**config.mk**
```make
export PLATFORM = sky130hd
export DESIGN_NAME = rvDatapath
export DESIGN_NICKNAME = d
export VERILOG_FILES = /design/src/hw/rvDatapathPkg.sv /design/src/hw/pipeStageReg.sv /design/src/hw/immExtend.sv /design/src/hw/regFile.sv /design/src/hw/aluUnit.sv /design/src/hw/executeStage.sv /design/src/hw/rvDatapath.sv
export VERILOG_INCLUDE_DIRS = /design/src /design/src/hw
export SDC_FILE = /design/constraint.sdc
export NUM_CORES = 2
export LEC_CHECK = 0
export BUFFER_PORTS_ARGS = -buffer_cell sky130_fd_sc_hd__buf_4
export CAP_MARGIN = 10
export CORE_UTILIZATION = 45
export CTS_CLUSTER_SIZE = 16
export DETAILED_ROUTE_END_ITERATION = 10
export PLACE_DENSITY_LB_ADDON = 0.2
export SLEW_MARGIN = 5
export SYNTH_ARGS = -nofsm -noshare
export SYNTH_HDL_FRONTEND = slang
export SYNTH_HIERARCHICAL = 1
export SYNTH_SLANG_ARGS = --single-unit
```
**constraint.sdc**
```tcl
create_clock -name clk -period 9.3 [get_ports clk]
set_input_delay 1.395 -clock clk [delete_from_list [all_inputs] [get_ports clk]]
set_output_delay 1.395 -clock clk [all_outputs]
set_load 0.05 [all_outputs]
```
**src/hw/rvDatapath_settings.svh**
```systemverilog
/*
 * RV32I datapath settings
 * Widths, reset PC, bubble instruction and selector field widths
 */
`ifndef RV_DATAPATH_SETTINGS_SVH
`define RV_DATAPATH_SETTINGS_SVH

`define RV_XLEN         32
`define RV_REG_ADDR_W   5
`define RV_NUM_REGS     32
`define RV_RESET_PC     32'h0000_0000

// addi x0, x0, 0
`define RV_NOP_INSTR    32'h0000_0013

// Selector field widths
`define RV_IMM_SRC_W    3
`define RV_FWD_SEL_W    2
`define RV_ALU_OP_W     3
`define RV_RESULT_SEL_W 2

`endif

```
**src/hw/rvDatapathPkg.sv**
```systemverilog
/*
 * RV32I datapath package
 * Selector encodings and the payloads carried between pipeline stages
 */
`default_nettype none

`include "rvDatapath_settings.svh"

package rvDatapathPkg;

    typedef logic [`RV_XLEN-1:0]       dataT;
    typedef logic [`RV_REG_ADDR_W-1:0] regAddrT;

    typedef enum logic [`RV_IMM_SRC_W-1:0] {
        immI = 3'd0,
        immS = 3'd1,
        immB = 3'd2,
        immJ = 3'd3,
        immU = 3'd4
    } immSrcT;

    typedef enum logic [`RV_FWD_SEL_W-1:0] {
        fromRegFile   = 2'd0,
        fromWriteback = 2'd1,
        fromMemory    = 2'd2
    } forwardSelT;

    typedef enum logic {
        srcBReg = 1'b0,
        srcBImm = 1'b1
    } aluSrcT;

    typedef enum logic [`RV_ALU_OP_W-1:0] {
        aluAdd = 3'd0,
        aluSub = 3'd1,
        aluAnd = 3'd2,
        aluOr  = 3'd3,
        aluSlt = 3'd5
    } aluOpT;

    typedef enum logic [`RV_RESULT_SEL_W-1:0] {
        resultAlu     = 2'd0,
        resultMem     = 2'd1,
        resultPcPlus4 = 2'd2,
        resultImm     = 2'd3
    } resultSelT;

    // Fetch to decode
    typedef struct packed {
        dataT instr;
        dataT pc;
        dataT pcPlus4;
    } decodeStageT;

    // Decode to execute
    typedef struct packed {
        dataT    rd1;
        dataT    rd2;
        dataT    pc;
        dataT    pcPlus4;
        dataT    imm;
        regAddrT rs1;
        regAddrT rs2;
        regAddrT rd;
    } executeStageT;

    // Execute to memory
    typedef struct packed {
        dataT    aluResult;
        dataT    writeData;
        dataT    imm;
        dataT    pcPlus4;
        regAddrT rd;
    } memoryStageT;

    // Memory to writeback
    typedef struct packed {
        dataT    aluResult;
        dataT    readData;
        dataT    imm;
        dataT    pcPlus4;
        regAddrT rd;
    } writebackStageT;

endpackage

`default_nettype wire

```
**src/hw/pipeStageReg.sv**
```systemverilog
/*
 * Pipeline stage register
 * Holds one stage payload, with flush to a given clear value and stall
 */
`default_nettype none

module pipeStageReg #(
    parameter type payloadT = logic [31:0]
) (
    input  wire logic clk,
    input  wire logic reset,
    input  wire logic stall_i,
    input  wire logic flush_i,
    input  payloadT   clearValue_i,
    input  payloadT   d_i,
    output payloadT   q_o
);

    // Flush wins over stall
    always_ff @(posedge clk) begin
        if (reset || flush_i) begin
            q_o <= clearValue_i;
        end else if (!stall_i) begin
            q_o <= d_i;
        end
    end

endmodule

`default_nettype wire

```
**src/hw/immExtend.sv**
```systemverilog
/*
 * Immediate extender
 * Rebuilds the sign-extended I, S, B, J or U immediate of the decode instruction
 */
`default_nettype none

module immExtend
    import rvDatapathPkg::*;
(
    input  dataT   instr_i,
    input  immSrcT immSrc_i,
    output dataT   imm_o
);

    always_comb begin
        case (immSrc_i)
            immI: begin
                imm_o = {{20{instr_i[31]}}, instr_i[31:20]};
            end
            immS: begin
                imm_o = {{20{instr_i[31]}}, instr_i[31:25], instr_i[11:7]};
            end
            // Branch offsets are halfword aligned
            immB: begin
                imm_o = {{20{instr_i[31]}}, instr_i[7], instr_i[30:25],
                         instr_i[11:8], 1'b0};
            end
            immJ: begin
                imm_o = {{12{instr_i[31]}}, instr_i[19:12], instr_i[20],
                         instr_i[30:21], 1'b0};
            end
            // Upper 20 bits, low bits zero
            immU: begin
                imm_o = {instr_i[31:12], 12'b0};
            end
            default: begin
                imm_o = '0;
            end
        endcase
    end

endmodule

`default_nettype wire

```
**src/hw/regFile.sv**
```systemverilog
/*
 * Integer register file
 * Two read ports and one write port, x0 fixed at zero, write data bypassed to reads
 */
`default_nettype none

`include "rvDatapath_settings.svh"

module regFile
    import rvDatapathPkg::*;
(
    input  wire logic clk,
    input  wire logic reset,
    input  regAddrT   rs1_i,
    input  regAddrT   rs2_i,
    input  regAddrT   rd_i,
    input  wire logic we_i,
    input  dataT      wd_i,
    output dataT      rd1_o,
    output dataT      rd2_o
);

    dataT regs [`RV_NUM_REGS];
    logic writeLive;

    // x0 is never written
    assign writeLive = we_i && (rd_i != '0);

    always_ff @(posedge clk) begin
        if (reset) begin
            for (int i = 0; i < `RV_NUM_REGS; i++) begin
                regs[i] <= '0;
            end
        end else if (writeLive) begin
            regs[rd_i] <= wd_i;
        end
    end

    // Same-cycle write is seen by decode
    assign rd1_o = (writeLive && rs1_i == rd_i) ? wd_i : regs[rs1_i];
    assign rd2_o = (writeLive && rs2_i == rd_i) ? wd_i : regs[rs2_i];

endmodule

`default_nettype wire

```
**src/hw/aluUnit.sv**
```systemverilog
/*
 * ALU
 * add, sub, and, or and signed set-less-than, plus a zero flag for branches
 */
`default_nettype none

module aluUnit
    import rvDatapathPkg::*;
(
    input  dataT       a_i,
    input  dataT       b_i,
    input  aluOpT      op_i,
    output dataT       result_o,
    output logic       zero_o
);

    always_comb begin
        case (op_i)
            aluAdd: begin
                result_o = a_i + b_i;
            end
            aluSub: begin
                result_o = a_i - b_i;
            end
            aluAnd: begin
                result_o = a_i & b_i;
            end
            aluOr: begin
                result_o = a_i | b_i;
            end
            // Signed compare
            aluSlt: begin
                result_o = ($signed(a_i) < $signed(b_i)) ? dataT'(1) : '0;
            end
            default: begin
                result_o = '0;
            end
        endcase
    end

    // beq taken when sub gives zero
    assign zero_o = (result_o == '0);

endmodule

`default_nettype wire

```
**src/hw/executeStage.sv**
```systemverilog
/*
 * Execute stage
 * Operand forwarding, ALU source select, ALU and branch target adder
 */
`default_nettype none

module executeStage
    import rvDatapathPkg::*;
(
    input  executeStageT stage_i,
    input  forwardSelT   forwardA_i,
    input  forwardSelT   forwardB_i,
    input  aluSrcT       aluSrc_i,
    input  aluOpT        aluOp_i,
    input  dataT         forwardM_i,
    input  dataT         resultW_i,
    output dataT         aluResult_o,
    output dataT         writeData_o,
    output dataT         pcTarget_o,
    output logic         zero_o
);

    dataT srcA;
    dataT srcBForwarded;
    dataT srcB;

    // Operand A: register value or a newer result still in flight
    always_comb begin
        case (forwardA_i)
            fromMemory: begin
                srcA = forwardM_i;
            end
            fromWriteback: begin
                srcA = resultW_i;
            end
            default: begin
                srcA = stage_i.rd1;
            end
        endcase
    end

    always_comb begin
        case (forwardB_i)
            fromMemory: begin
                srcBForwarded = forwardM_i;
            end
            fromWriteback: begin
                srcBForwarded = resultW_i;
            end
            default: begin
                srcBForwarded = stage_i.rd2;
            end
        endcase
    end

    assign srcB = (aluSrc_i == srcBImm) ? stage_i.imm : srcBForwarded;

    // Store data is the forwarded rs2 value
    assign writeData_o = srcBForwarded;

    aluUnit alu (
        .a_i      (srcA),
        .b_i      (srcB),
        .op_i     (aluOp_i),
        .result_o (aluResult_o),
        .zero_o   (zero_o)
    );

    assign pcTarget_o = stage_i.pc + stage_i.imm;

endmodule

`default_nettype wire

```
**src/hw/rvDatapath.sv**
```systemverilog
/*
 * RV32I five-stage datapath
 * Fetch PC, stage registers, register file and result selects, all steered by an external controller
 */
`default_nettype none

`include "rvDatapath_settings.svh"

module rvDatapath
    import rvDatapathPkg::*;
(
    input  wire logic clk,
    input  wire logic reset,

    input  dataT       instrF_i,
    input  dataT       readDataM_i,

    // Controller
    input  immSrcT     immSrcD_i,
    input  aluSrcT     aluSrcE_i,
    input  aluOpT      aluOpE_i,
    input  forwardSelT forwardAE_i,
    input  forwardSelT forwardBE_i,
    input  resultSelT  resultSelM_i,
    input  resultSelT  resultSelW_i,
    input  wire logic  regWriteW_i,
    input  wire logic  stallF_i,
    input  wire logic  stallD_i,
    input  wire logic  flushD_i,
    input  wire logic  flushE_i,
    input  wire logic  pcSrcE_i,

    output dataT       pcF_o,
    output logic [6:0] opD_o,
    output logic [2:0] funct3D_o,
    output logic       funct7b5D_o,
    output regAddrT    rs1D_o,
    output regAddrT    rs2D_o,
    output regAddrT    rdD_o,
    output regAddrT    rs1E_o,
    output regAddrT    rs2E_o,
    output regAddrT    rdE_o,
    output logic       zeroE_o,
    output dataT       aluResultM_o,
    output dataT       writeDataM_o,
    output regAddrT    rdM_o,
    output regAddrT    rdW_o
);

    dataT           pcPlus4F;
    dataT           pcTargetE;
    dataT           rd1D;
    dataT           rd2D;
    dataT           immD;
    dataT           aluResultE;
    dataT           writeDataE;
    dataT           forwardDataM;
    dataT           resultW;

    decodeStageT    decodeD;
    decodeStageT    decodeQ;
    decodeStageT    decodeClear;
    executeStageT   executeD;
    executeStageT   executeQ;
    memoryStageT    memoryD;
    memoryStageT    memoryQ;
    writebackStageT writebackD;
    writebackStageT writebackQ;

    // Fetch
    assign pcPlus4F = pcF_o + dataT'(4);

    always_ff @(posedge clk) begin
        if (reset) begin
            pcF_o <= `RV_RESET_PC;
        end else if (!stallF_i) begin
            pcF_o <= pcSrcE_i ? pcTargetE : pcPlus4F;
        end
    end

    assign decodeD = '{instr: instrF_i, pc: pcF_o, pcPlus4: pcPlus4F};

    // A flushed decode slot holds a real NOP
    assign decodeClear = '{instr: `RV_NOP_INSTR, pc: '0, pcPlus4: '0};

    pipeStageReg #(.payloadT(decodeStageT)) decodeReg (
        .clk          (clk),
        .reset        (reset),
        .stall_i      (stallD_i),
        .flush_i      (flushD_i),
        .clearValue_i (decodeClear),
        .d_i          (decodeD),
        .q_o          (decodeQ)
    );

    // Decode
    assign opD_o       = decodeQ.instr[6:0];
    assign funct3D_o   = decodeQ.instr[14:12];
    assign funct7b5D_o = decodeQ.instr[30];
    assign rs1D_o      = decodeQ.instr[19:15];
    assign rs2D_o      = decodeQ.instr[24:20];
    assign rdD_o       = decodeQ.instr[11:7];

    immExtend immGen (
        .instr_i  (decodeQ.instr),
        .immSrc_i (immSrcD_i),
        .imm_o    (immD)
    );

    regFile rf (
        .clk   (clk),
        .reset (reset),
        .rs1_i (rs1D_o),
        .rs2_i (rs2D_o),
        .rd_i  (rdW_o),
        .we_i  (regWriteW_i),
        .wd_i  (resultW),
        .rd1_o (rd1D),
        .rd2_o (rd2D)
    );

    assign executeD = '{rd1: rd1D, rd2: rd2D, pc: decodeQ.pc, pcPlus4: decodeQ.pcPlus4,
                        imm: immD, rs1: rs1D_o, rs2: rs2D_o, rd: rdD_o};

    pipeStageReg #(.payloadT(executeStageT)) executeReg (
        .clk          (clk),
        .reset        (reset),
        .stall_i      (1'b0),
        .flush_i      (flushE_i),
        .clearValue_i ('0),
        .d_i          (executeD),
        .q_o          (executeQ)
    );

    // Execute
    assign rs1E_o = executeQ.rs1;
    assign rs2E_o = executeQ.rs2;
    assign rdE_o  = executeQ.rd;

    executeStage exStage (
        .stage_i     (executeQ),
        .forwardA_i  (forwardAE_i),
        .forwardB_i  (forwardBE_i),
        .aluSrc_i    (aluSrcE_i),
        .aluOp_i     (aluOpE_i),
        .forwardM_i  (forwardDataM),
        .resultW_i   (resultW),
        .aluResult_o (aluResultE),
        .writeData_o (writeDataE),
        .pcTarget_o  (pcTargetE),
        .zero_o      (zeroE_o)
    );

    assign memoryD = '{aluResult: aluResultE, writeData: writeDataE, imm: executeQ.imm,
                       pcPlus4: executeQ.pcPlus4, rd: executeQ.rd};

    pipeStageReg #(.payloadT(memoryStageT)) memoryReg (
        .clk          (clk),
        .reset        (reset),
        .stall_i      (1'b0),
        .flush_i      (1'b0),
        .clearValue_i ('0),
        .d_i          (memoryD),
        .q_o          (memoryQ)
    );

    // Memory
    assign aluResultM_o = memoryQ.aluResult;
    assign writeDataM_o = memoryQ.writeData;
    assign rdM_o        = memoryQ.rd;

    // Load data is not ready yet, so it cannot be forwarded from here
    always_comb begin
        case (resultSelM_i)
            resultPcPlus4: begin
                forwardDataM = memoryQ.pcPlus4;
            end
            resultImm: begin
                forwardDataM = memoryQ.imm;
            end
            default: begin
                forwardDataM = memoryQ.aluResult;
            end
        endcase
    end

    assign writebackD = '{aluResult: memoryQ.aluResult, readData: readDataM_i,
                          imm: memoryQ.imm, pcPlus4: memoryQ.pcPlus4, rd: memoryQ.rd};

    pipeStageReg #(.payloadT(writebackStageT)) writebackReg (
        .clk          (clk),
        .reset        (reset),
        .stall_i      (1'b0),
        .flush_i      (1'b0),
        .clearValue_i ('0),
        .d_i          (writebackD),
        .q_o          (writebackQ)
    );

    // Writeback
    assign rdW_o = writebackQ.rd;

    always_comb begin
        case (resultSelW_i)
            resultMem: begin
                resultW = writebackQ.readData;
            end
            resultPcPlus4: begin
                resultW = writebackQ.pcPlus4;
            end
            resultImm: begin
                resultW = writebackQ.imm;
            end
            default: begin
                resultW = writebackQ.aluResult;
            end
        endcase
    end

endmodule

`default_nettype wire

```
# Word level (Yosys, flattened, before mapping)
# Memories as Yosys holds them, arrays and structs flattened. A register that Yosys moved wholly into a read port is not among the register bits.
# Cells that the tools add are included.
# totals
reg_bits	505
ram_bits	1024
in_bits	87
output_inout_bits	148
word_cells	70
mem_count	1
# op_classes
addsub	4
order_cmp	1
eq_ne	17
mux	17
bitwise	2
reduce_logical	8
# memory_table
memory	words	word_bits	read_ports	rd_ports_with_merged_regs	wr	line_no	text
rf.regs	32	32	2	2	32	regFile.sv:23	dataT regs [`RV_NUM_REGS];
# op_table
operator	count
$pmux 32 s5	2
$pmux 32 s2	3
$mux 32	3
$pmux 32 s3	1
$add 32x32->32	2
$add 32x3->32 const B	1
$and 32x32->32	1
$logic_not 32->1	1
$lt 32x32->1	1
$or 32x32->32	1
$reduce_or 32->1	1
$sub 32x32->32	1
$eq 2x2->1 const B	6
$eq 3x2->1 const B	4
$mux 1	7
$eq 2x1->1 const B	3
$eq 3x1->1 const B	2
$eq 3x3->1 const B	2
$logic_not 3->1	2
$mux 5	1
$reduce_bool 5->1	1
$logic_or 1x1->1	2
$logic_and 1x1->1	1

# Depth between registers and ports, before layout
# depth
depth_word	8
ltp_mapped	21
mapped_depth_nobuf	19

# By module
# The synthesis kept the hierarchy.
# modules_own_cells
mod	instances	cells_per_inst	area_each_um2	seq_area_each_um2
regFile	1	3494	54461.0	30749.5
pipeStageReg at memoryReg ...	2	282	5615.4	3993.8
pipeStageReg at executeReg	1	371	7435.9	5255.0
aluUnit	1	782	5136.2	0.0
pipeStageReg at decodeReg	1	204	4053.9	2882.8
rvDatapath	1	467	3791.1	640.6
executeStage	1	486	3248.1	0.0
immExtend	1	73	494.2	0.0

# Worst setup path before layout
# Ideal clock, no wire load.
# synth_timing
kind	input port to output port
startpoint	input resultSelW_i[0]
endpoint	output zeroE_o
arrival_time_ns	7.193
t_required_ns	7.905
slack_ns	0.712
path_stages	20
n_path_buf	3
cell_sequence	clkbuf_1 buf_2 mux4_2 a22oi_1 o21ai_0 mux2_2 inv_1 ha_1 buf_6 and2_4 a221oi_4 a21oi_2 a31oi_1 xnor2_1 o221ai_1 or4_1 or4b_1 or3_1 or4_1 nor4_2
# synth_between
word_cells_on_any_way	15
classes_between	add/sub (2); order compare (1); eq/ne (3); mux (6); bitwise (2); reduce/logical (1)
# synth_lines
element	line_no	text
start, declared	rvDatapath.sv:25	input resultSelT resultSelW_i,
$eq 2x2->1 or $eq 2x1->1 (tied branches)	rvDatapath.sv:204	case (resultSelW_i)
$pmux 32 s3 (*)	rvDatapath.sv:204	
net resultW[4]	rvDatapath.sv:58	dataT resultW;
$pmux 32 s2 (*)	executeStage.sv:43	case (forwardB_i)
net writeDataE[4]	rvDatapath.sv:56	dataT writeDataE;
$mux 32 (*)	executeStage.sv:56	assign srcB = (aluSrc_i == srcBImm) ? stage_i.imm : srcBForwarded;
net exStage.srcB[4]	executeStage.sv:25	dataT srcB;
$sub 32x32->32 or $add 32x32->32 (tied branches)	aluUnit.sv:23, aluUnit.sv:20	
$pmux 32 s5 (*)	aluUnit.sv:18	case (op_i)
net aluResultE[5]	rvDatapath.sv:55	dataT aluResultE;
$logic_not 32->1 (*)	aluUnit.sv:42	assign zero_o = (result_o == '0);
end, declared	rvDatapath.sv:43	output logic zeroE_o,
# The timed path passes the listed nets; every way through them passes the cells marked *.

# Worst setup path after layout
# layout_timing
startpoint	input resultSelW_i[0]
endpoint	output zeroE_o
# layout_between
word_cells_on_any_way	15
classes_between	add/sub (2); order compare (1); eq/ne (3); mux (6); bitwise (2); reduce/logical (1)
# layout_lines
element	line_no	text
$eq 2x2->1 or $eq 2x1->1 (tied branches)	rvDatapath.sv:204	
$pmux 32 s3 (*)	rvDatapath.sv:204	
net resultW[3]	rvDatapath.sv:58	
$pmux 32 s2 (*)	executeStage.sv:29	case (forwardA_i)
net exStage.srcA[3]	executeStage.sv:23	dataT srcA;
$sub 32x32->32 or $add 32x32->32 (tied branches)	aluUnit.sv:23, aluUnit.sv:20	
$pmux 32 s5 (*)	aluUnit.sv:18	
net aluResultE[5]	rvDatapath.sv:55	
$logic_not 32->1 (*)	aluUnit.sv:42	
# Marks and branches as above.

==> results.json <==
{
  "syn_inst": 6441,
  "worst_pin_slew_ns": 8.12,
  "synth_seq_cells": 1593,
  "r2r_slack_ns": 3.96,
  "relSlewSlack_pct": -441,
  "finalHoldViolCount": 0,
  "cts_sinks": 1593,
  "grt_pass1_wl_mm": 447,
  "antenna_found_initial": 40,
  "yosys_most_used_dff": "edfxtp_1",
  "fmax_mhz": 112,
  "gp_congestion": 0.957,
  "drive_gt1_share_pct": 22.7,
  "setup_viol_count_final": 0,
  "worstSetupStartpointType": "input port",
  "nFillCells": 17000,
  "drc": 0,
  "cts-htree-levels": 4,
  "fp.dieW_um": 449,
  "path_cells": "buf_4, mux4_2, buf_4, a22oi_1, o21ai_0, inv_1, ha_1, and2_4, a221oi_4, a21oi_2, a31oi_1, xnor2_1, o221ai_1, or4_1, or4b_1, or3_1, or4_1, nor4_2, buf_4",
  "drt-total-wl_mm": 319,
  "dp_hpwl_mm": 195,
  "min_to": "executeReg/q_o[66]$_DFFE_PP_",
  "cts_made_buffers": 178,
  "regToRegEndpoint": "memoryReg/q_o[125]$_DFFE_PP_",
  "max_stage_delay_ns": 0.62,
  "cts_tree": "built",
  "synth_top_area_share_pct": 52.2,
  "crit_required_ns": 7.91,
  "grt.overflow.total": 0,
  "ant_nets": 0,
  "dr.pass1.iters": 8,
  "violations": "max-slew violations",
  "postCtsSetupRepairBufs": 0,
  "reg2reg_from": "writebackReg/q_o[74]$_DFFE_PP_",
  "initial_utilization_pct": 45.4,
  "r2r_cells": 19,
  "cts_root_buf": "clkbuf_16",
  "yosys_warnings": 6,
  "syn_area_um2": 89900,
  "dieArea_um2": 201000,
  "path_clk_slew_ns": 0.06,
  "maxCapViolations": 0,
  "drt_iter0_drc": 7946,
  "met1Wirelength_mm": 120,
  "cp.arrival_ns": 7.54,
  "grt_usage_pct": 31.1,
  "synth_cell_types": 114,
  "dr_wl_met3_mm": 35.3,
  "synth-edff-count": 1561,
  "critical_path_class": "in2out",
  "crit_path_max_fanout": 34,
  "drv_slew": 444,
  "rsz0062_at_grt": "false",
  "rows": 163,
  "highest_layer": "met5",
  "cpMostUsedCell": "buf_4",
  "synth_top_cell_by_area": "edfxtp_1",
  "period_share_pct": 96.0,
  "areaGrowthSynthToFinish_pct": 12.1,
  "crit_slowest_cell": "o21ai_0",
  "synth.area.top_cells": "edfxtp_1 52%, mux4_2 11%, and2_1 6.9%",
  "crit_start": "resultSelW_i[0]",
  "grt_max_degree": 176,
  "cts_resized": 0,
  "clk_path_buf_depth": 3,
  "syn_avg_cell_area_um2": 13.9,
  "cts_hold_buf": 0,
  "peakVddDrop_v": 0.000142,
  "synth-seq-area-share_pct": 52.9,
  "final_core_util_pct": 50.9,
  "status": "finished with violations",
  "endpoint_kind": "output pin",
  "async_flop_share_pct": 0,
  "hold_path_class": "reg2reg",
  "clk_latency_ns": 0.86,
  "die_y_um": 449,
  "hold_depth": 1,
  "grt_pass1_vias": 59931,
  "avgViaCountPerCell": 6.20,
  "min_period_ns": 8.93,
  "ios": 235,
  "clock-skew-final_ns": 0.0531,
  "core_area_um2": 198000,
  "p_leak_nw": 37.8,
  "setup_tns_ns": 0,
  "nNetsFinal": 7250,
  "wl_met2_mm": 147,
  "portBuffers": 234,
  "vias": 60837,
  "power_density_nw_per_um2": 199,
  "min-delay-start": "decodeReg/q_o[19]$_DFFE_PP_",
  "timing.hold.ws_ns": 0.538,
  "routedWlPerCell_um": 32.5
}
## layer usage
| metal | vias to the layer above | track usage [%] |
|---|---|---|
| li1 | 25437 | - |
| met1 | 30995 | 40.2 |
| met2 | 3689 | 49.1 |
| met3 | 704 | 8.06 |
| met4 | 12 | 14.6 |
| met5 | - | 0 |
## cell type report
class | count | area, um^2 | area share [%]
sequential | 1593 | 47500 | 47.2
antenna | 11 | 27.5 | 0.0273
clock inverter | 99 | 692 | 0.687
inverter | 115 | 432 | 0.428
tap | 2640 | 3300 | 3.28
multi-input combinational | 4721 | 40900 | 40.6
clock buffer | 223 | 4740 | 4.70
timing repair buffer | 408 | 3180 | 3.15
## placed cells by master, fill, tap and decap left out, types with 27 or more instances in the layout
cell,netlist,layout
a21o_1,32,32
a21oi_1,194,194
a22oi_1,74,74
and2_1,997,997
buf_4,7,399
clkbuf_1,314,39
clkbuf_16,0,183
clkinv_1,2,56
conb_1,3,574
dfxtp_1,32,32
edfxtp_1,1561,1561
ha_1,143,141
inv_1,112,112
mux2_1,157,157
mux2_2,412,412
mux2i_1,57,57
mux4_1,83,83
mux4_2,458,458
nand2_1,235,234
nand3_1,38,36
nor2_1,195,171
nor2_2,6,28
nor2b_1,33,33
nor3_1,27,27
o21ai_0,129,129
o21ai_1,67,67
o22ai_1,262,262
or4_1,74,74
xnor2_1,68,68
xor2_1,27,27
## synthesized netlist by cell type (all sizes together) (32+ instances only)
cell       n
edfxtp  1561
inv      113
mux4     541
nand2    235
a21o      34
dfxtp     32
ha       143
and2     998
a21oi    197
o22ai    262
a22oi     74
nor2b     33
mux2i     57
buf      268
xnor2     68
nand3     40
or2       42
o21ai    196
nor2     206
clkbuf   315
mux2     569
or4       75
## flip-flops by register name (all words and copies together), names as in the netlist
signal	flops
rf/regs	1024
memoryReg/q_o	133
pcF_o	32
executeReg/q_o	175
writebackReg/q_o	133
decodeReg/q_o	96
## per-stage QoR
step                area (um^2)  power (mW)  std cells  setup slack, ns
global route             101000        20.6       9802           0.0239
finish                   101000        20.0       9810            0.369
floorplan                 92000        11.7       7012            0.712
global placement          95300        13.3       9477            0.343
detailed placement        95300        13.3       9477            0.307
CTS                      101000        20.0       9799            0.308
## power by group
part / total, mW / internal (mW) / leakage, nW / switching, mW
combinational: 4.47 / 1.61 / 18.6 / 2.87
sequential: 8.80 / 8.43 / 16.6 / 0.375
clock: 6.74 / 3.76 / 2.64 / 2.98
## critical path, delay by kind of cell
kind / cells / cell delay (ns)
buf+inv: 4 / 0.92
fa+ha+maj: 1 / 0.43
mux: 1 / 0.38
simple gates: 6 / 2.74
compound gates: 6 / 1.52
xor+xnor: 1 / 0.14
## worst max-delay path by stage
| stage | slack (ns) | endpoint | cells after the start |
|---|---|---|---|
| 6_report | 0.37 | zeroE_o | 19 |
| 5_1_grt | 0.02 | zeroE_o | 22 |
| 4_1_cts | 0.31 | zeroE_o | 19 |
| 3_5_place_dp | 0.31 | zeroE_o | 19 |
| 3_3_place_gp | 0.34 | zeroE_o | 20 |
| 2_1_floorplan | 0.71 | zeroE_o | 20 |
## cell families after synthesis
logic type / after synthesis / synth area share (%)
AO/OA/AOI/OAI: 964 / 6.86
XOR/XNOR: 96 / 0.957
adder cells (fa/ha/maj): 146 / 2.06
other: 3 / 0.0125
multiplexers: 1167 / 21.7
flip-flops: 1593 / 52.9
buffers and inverters: 698 / 4.19
AND/OR/NAND/NOR: 1774 / 11.4
(Power assumes the default switching activity.)
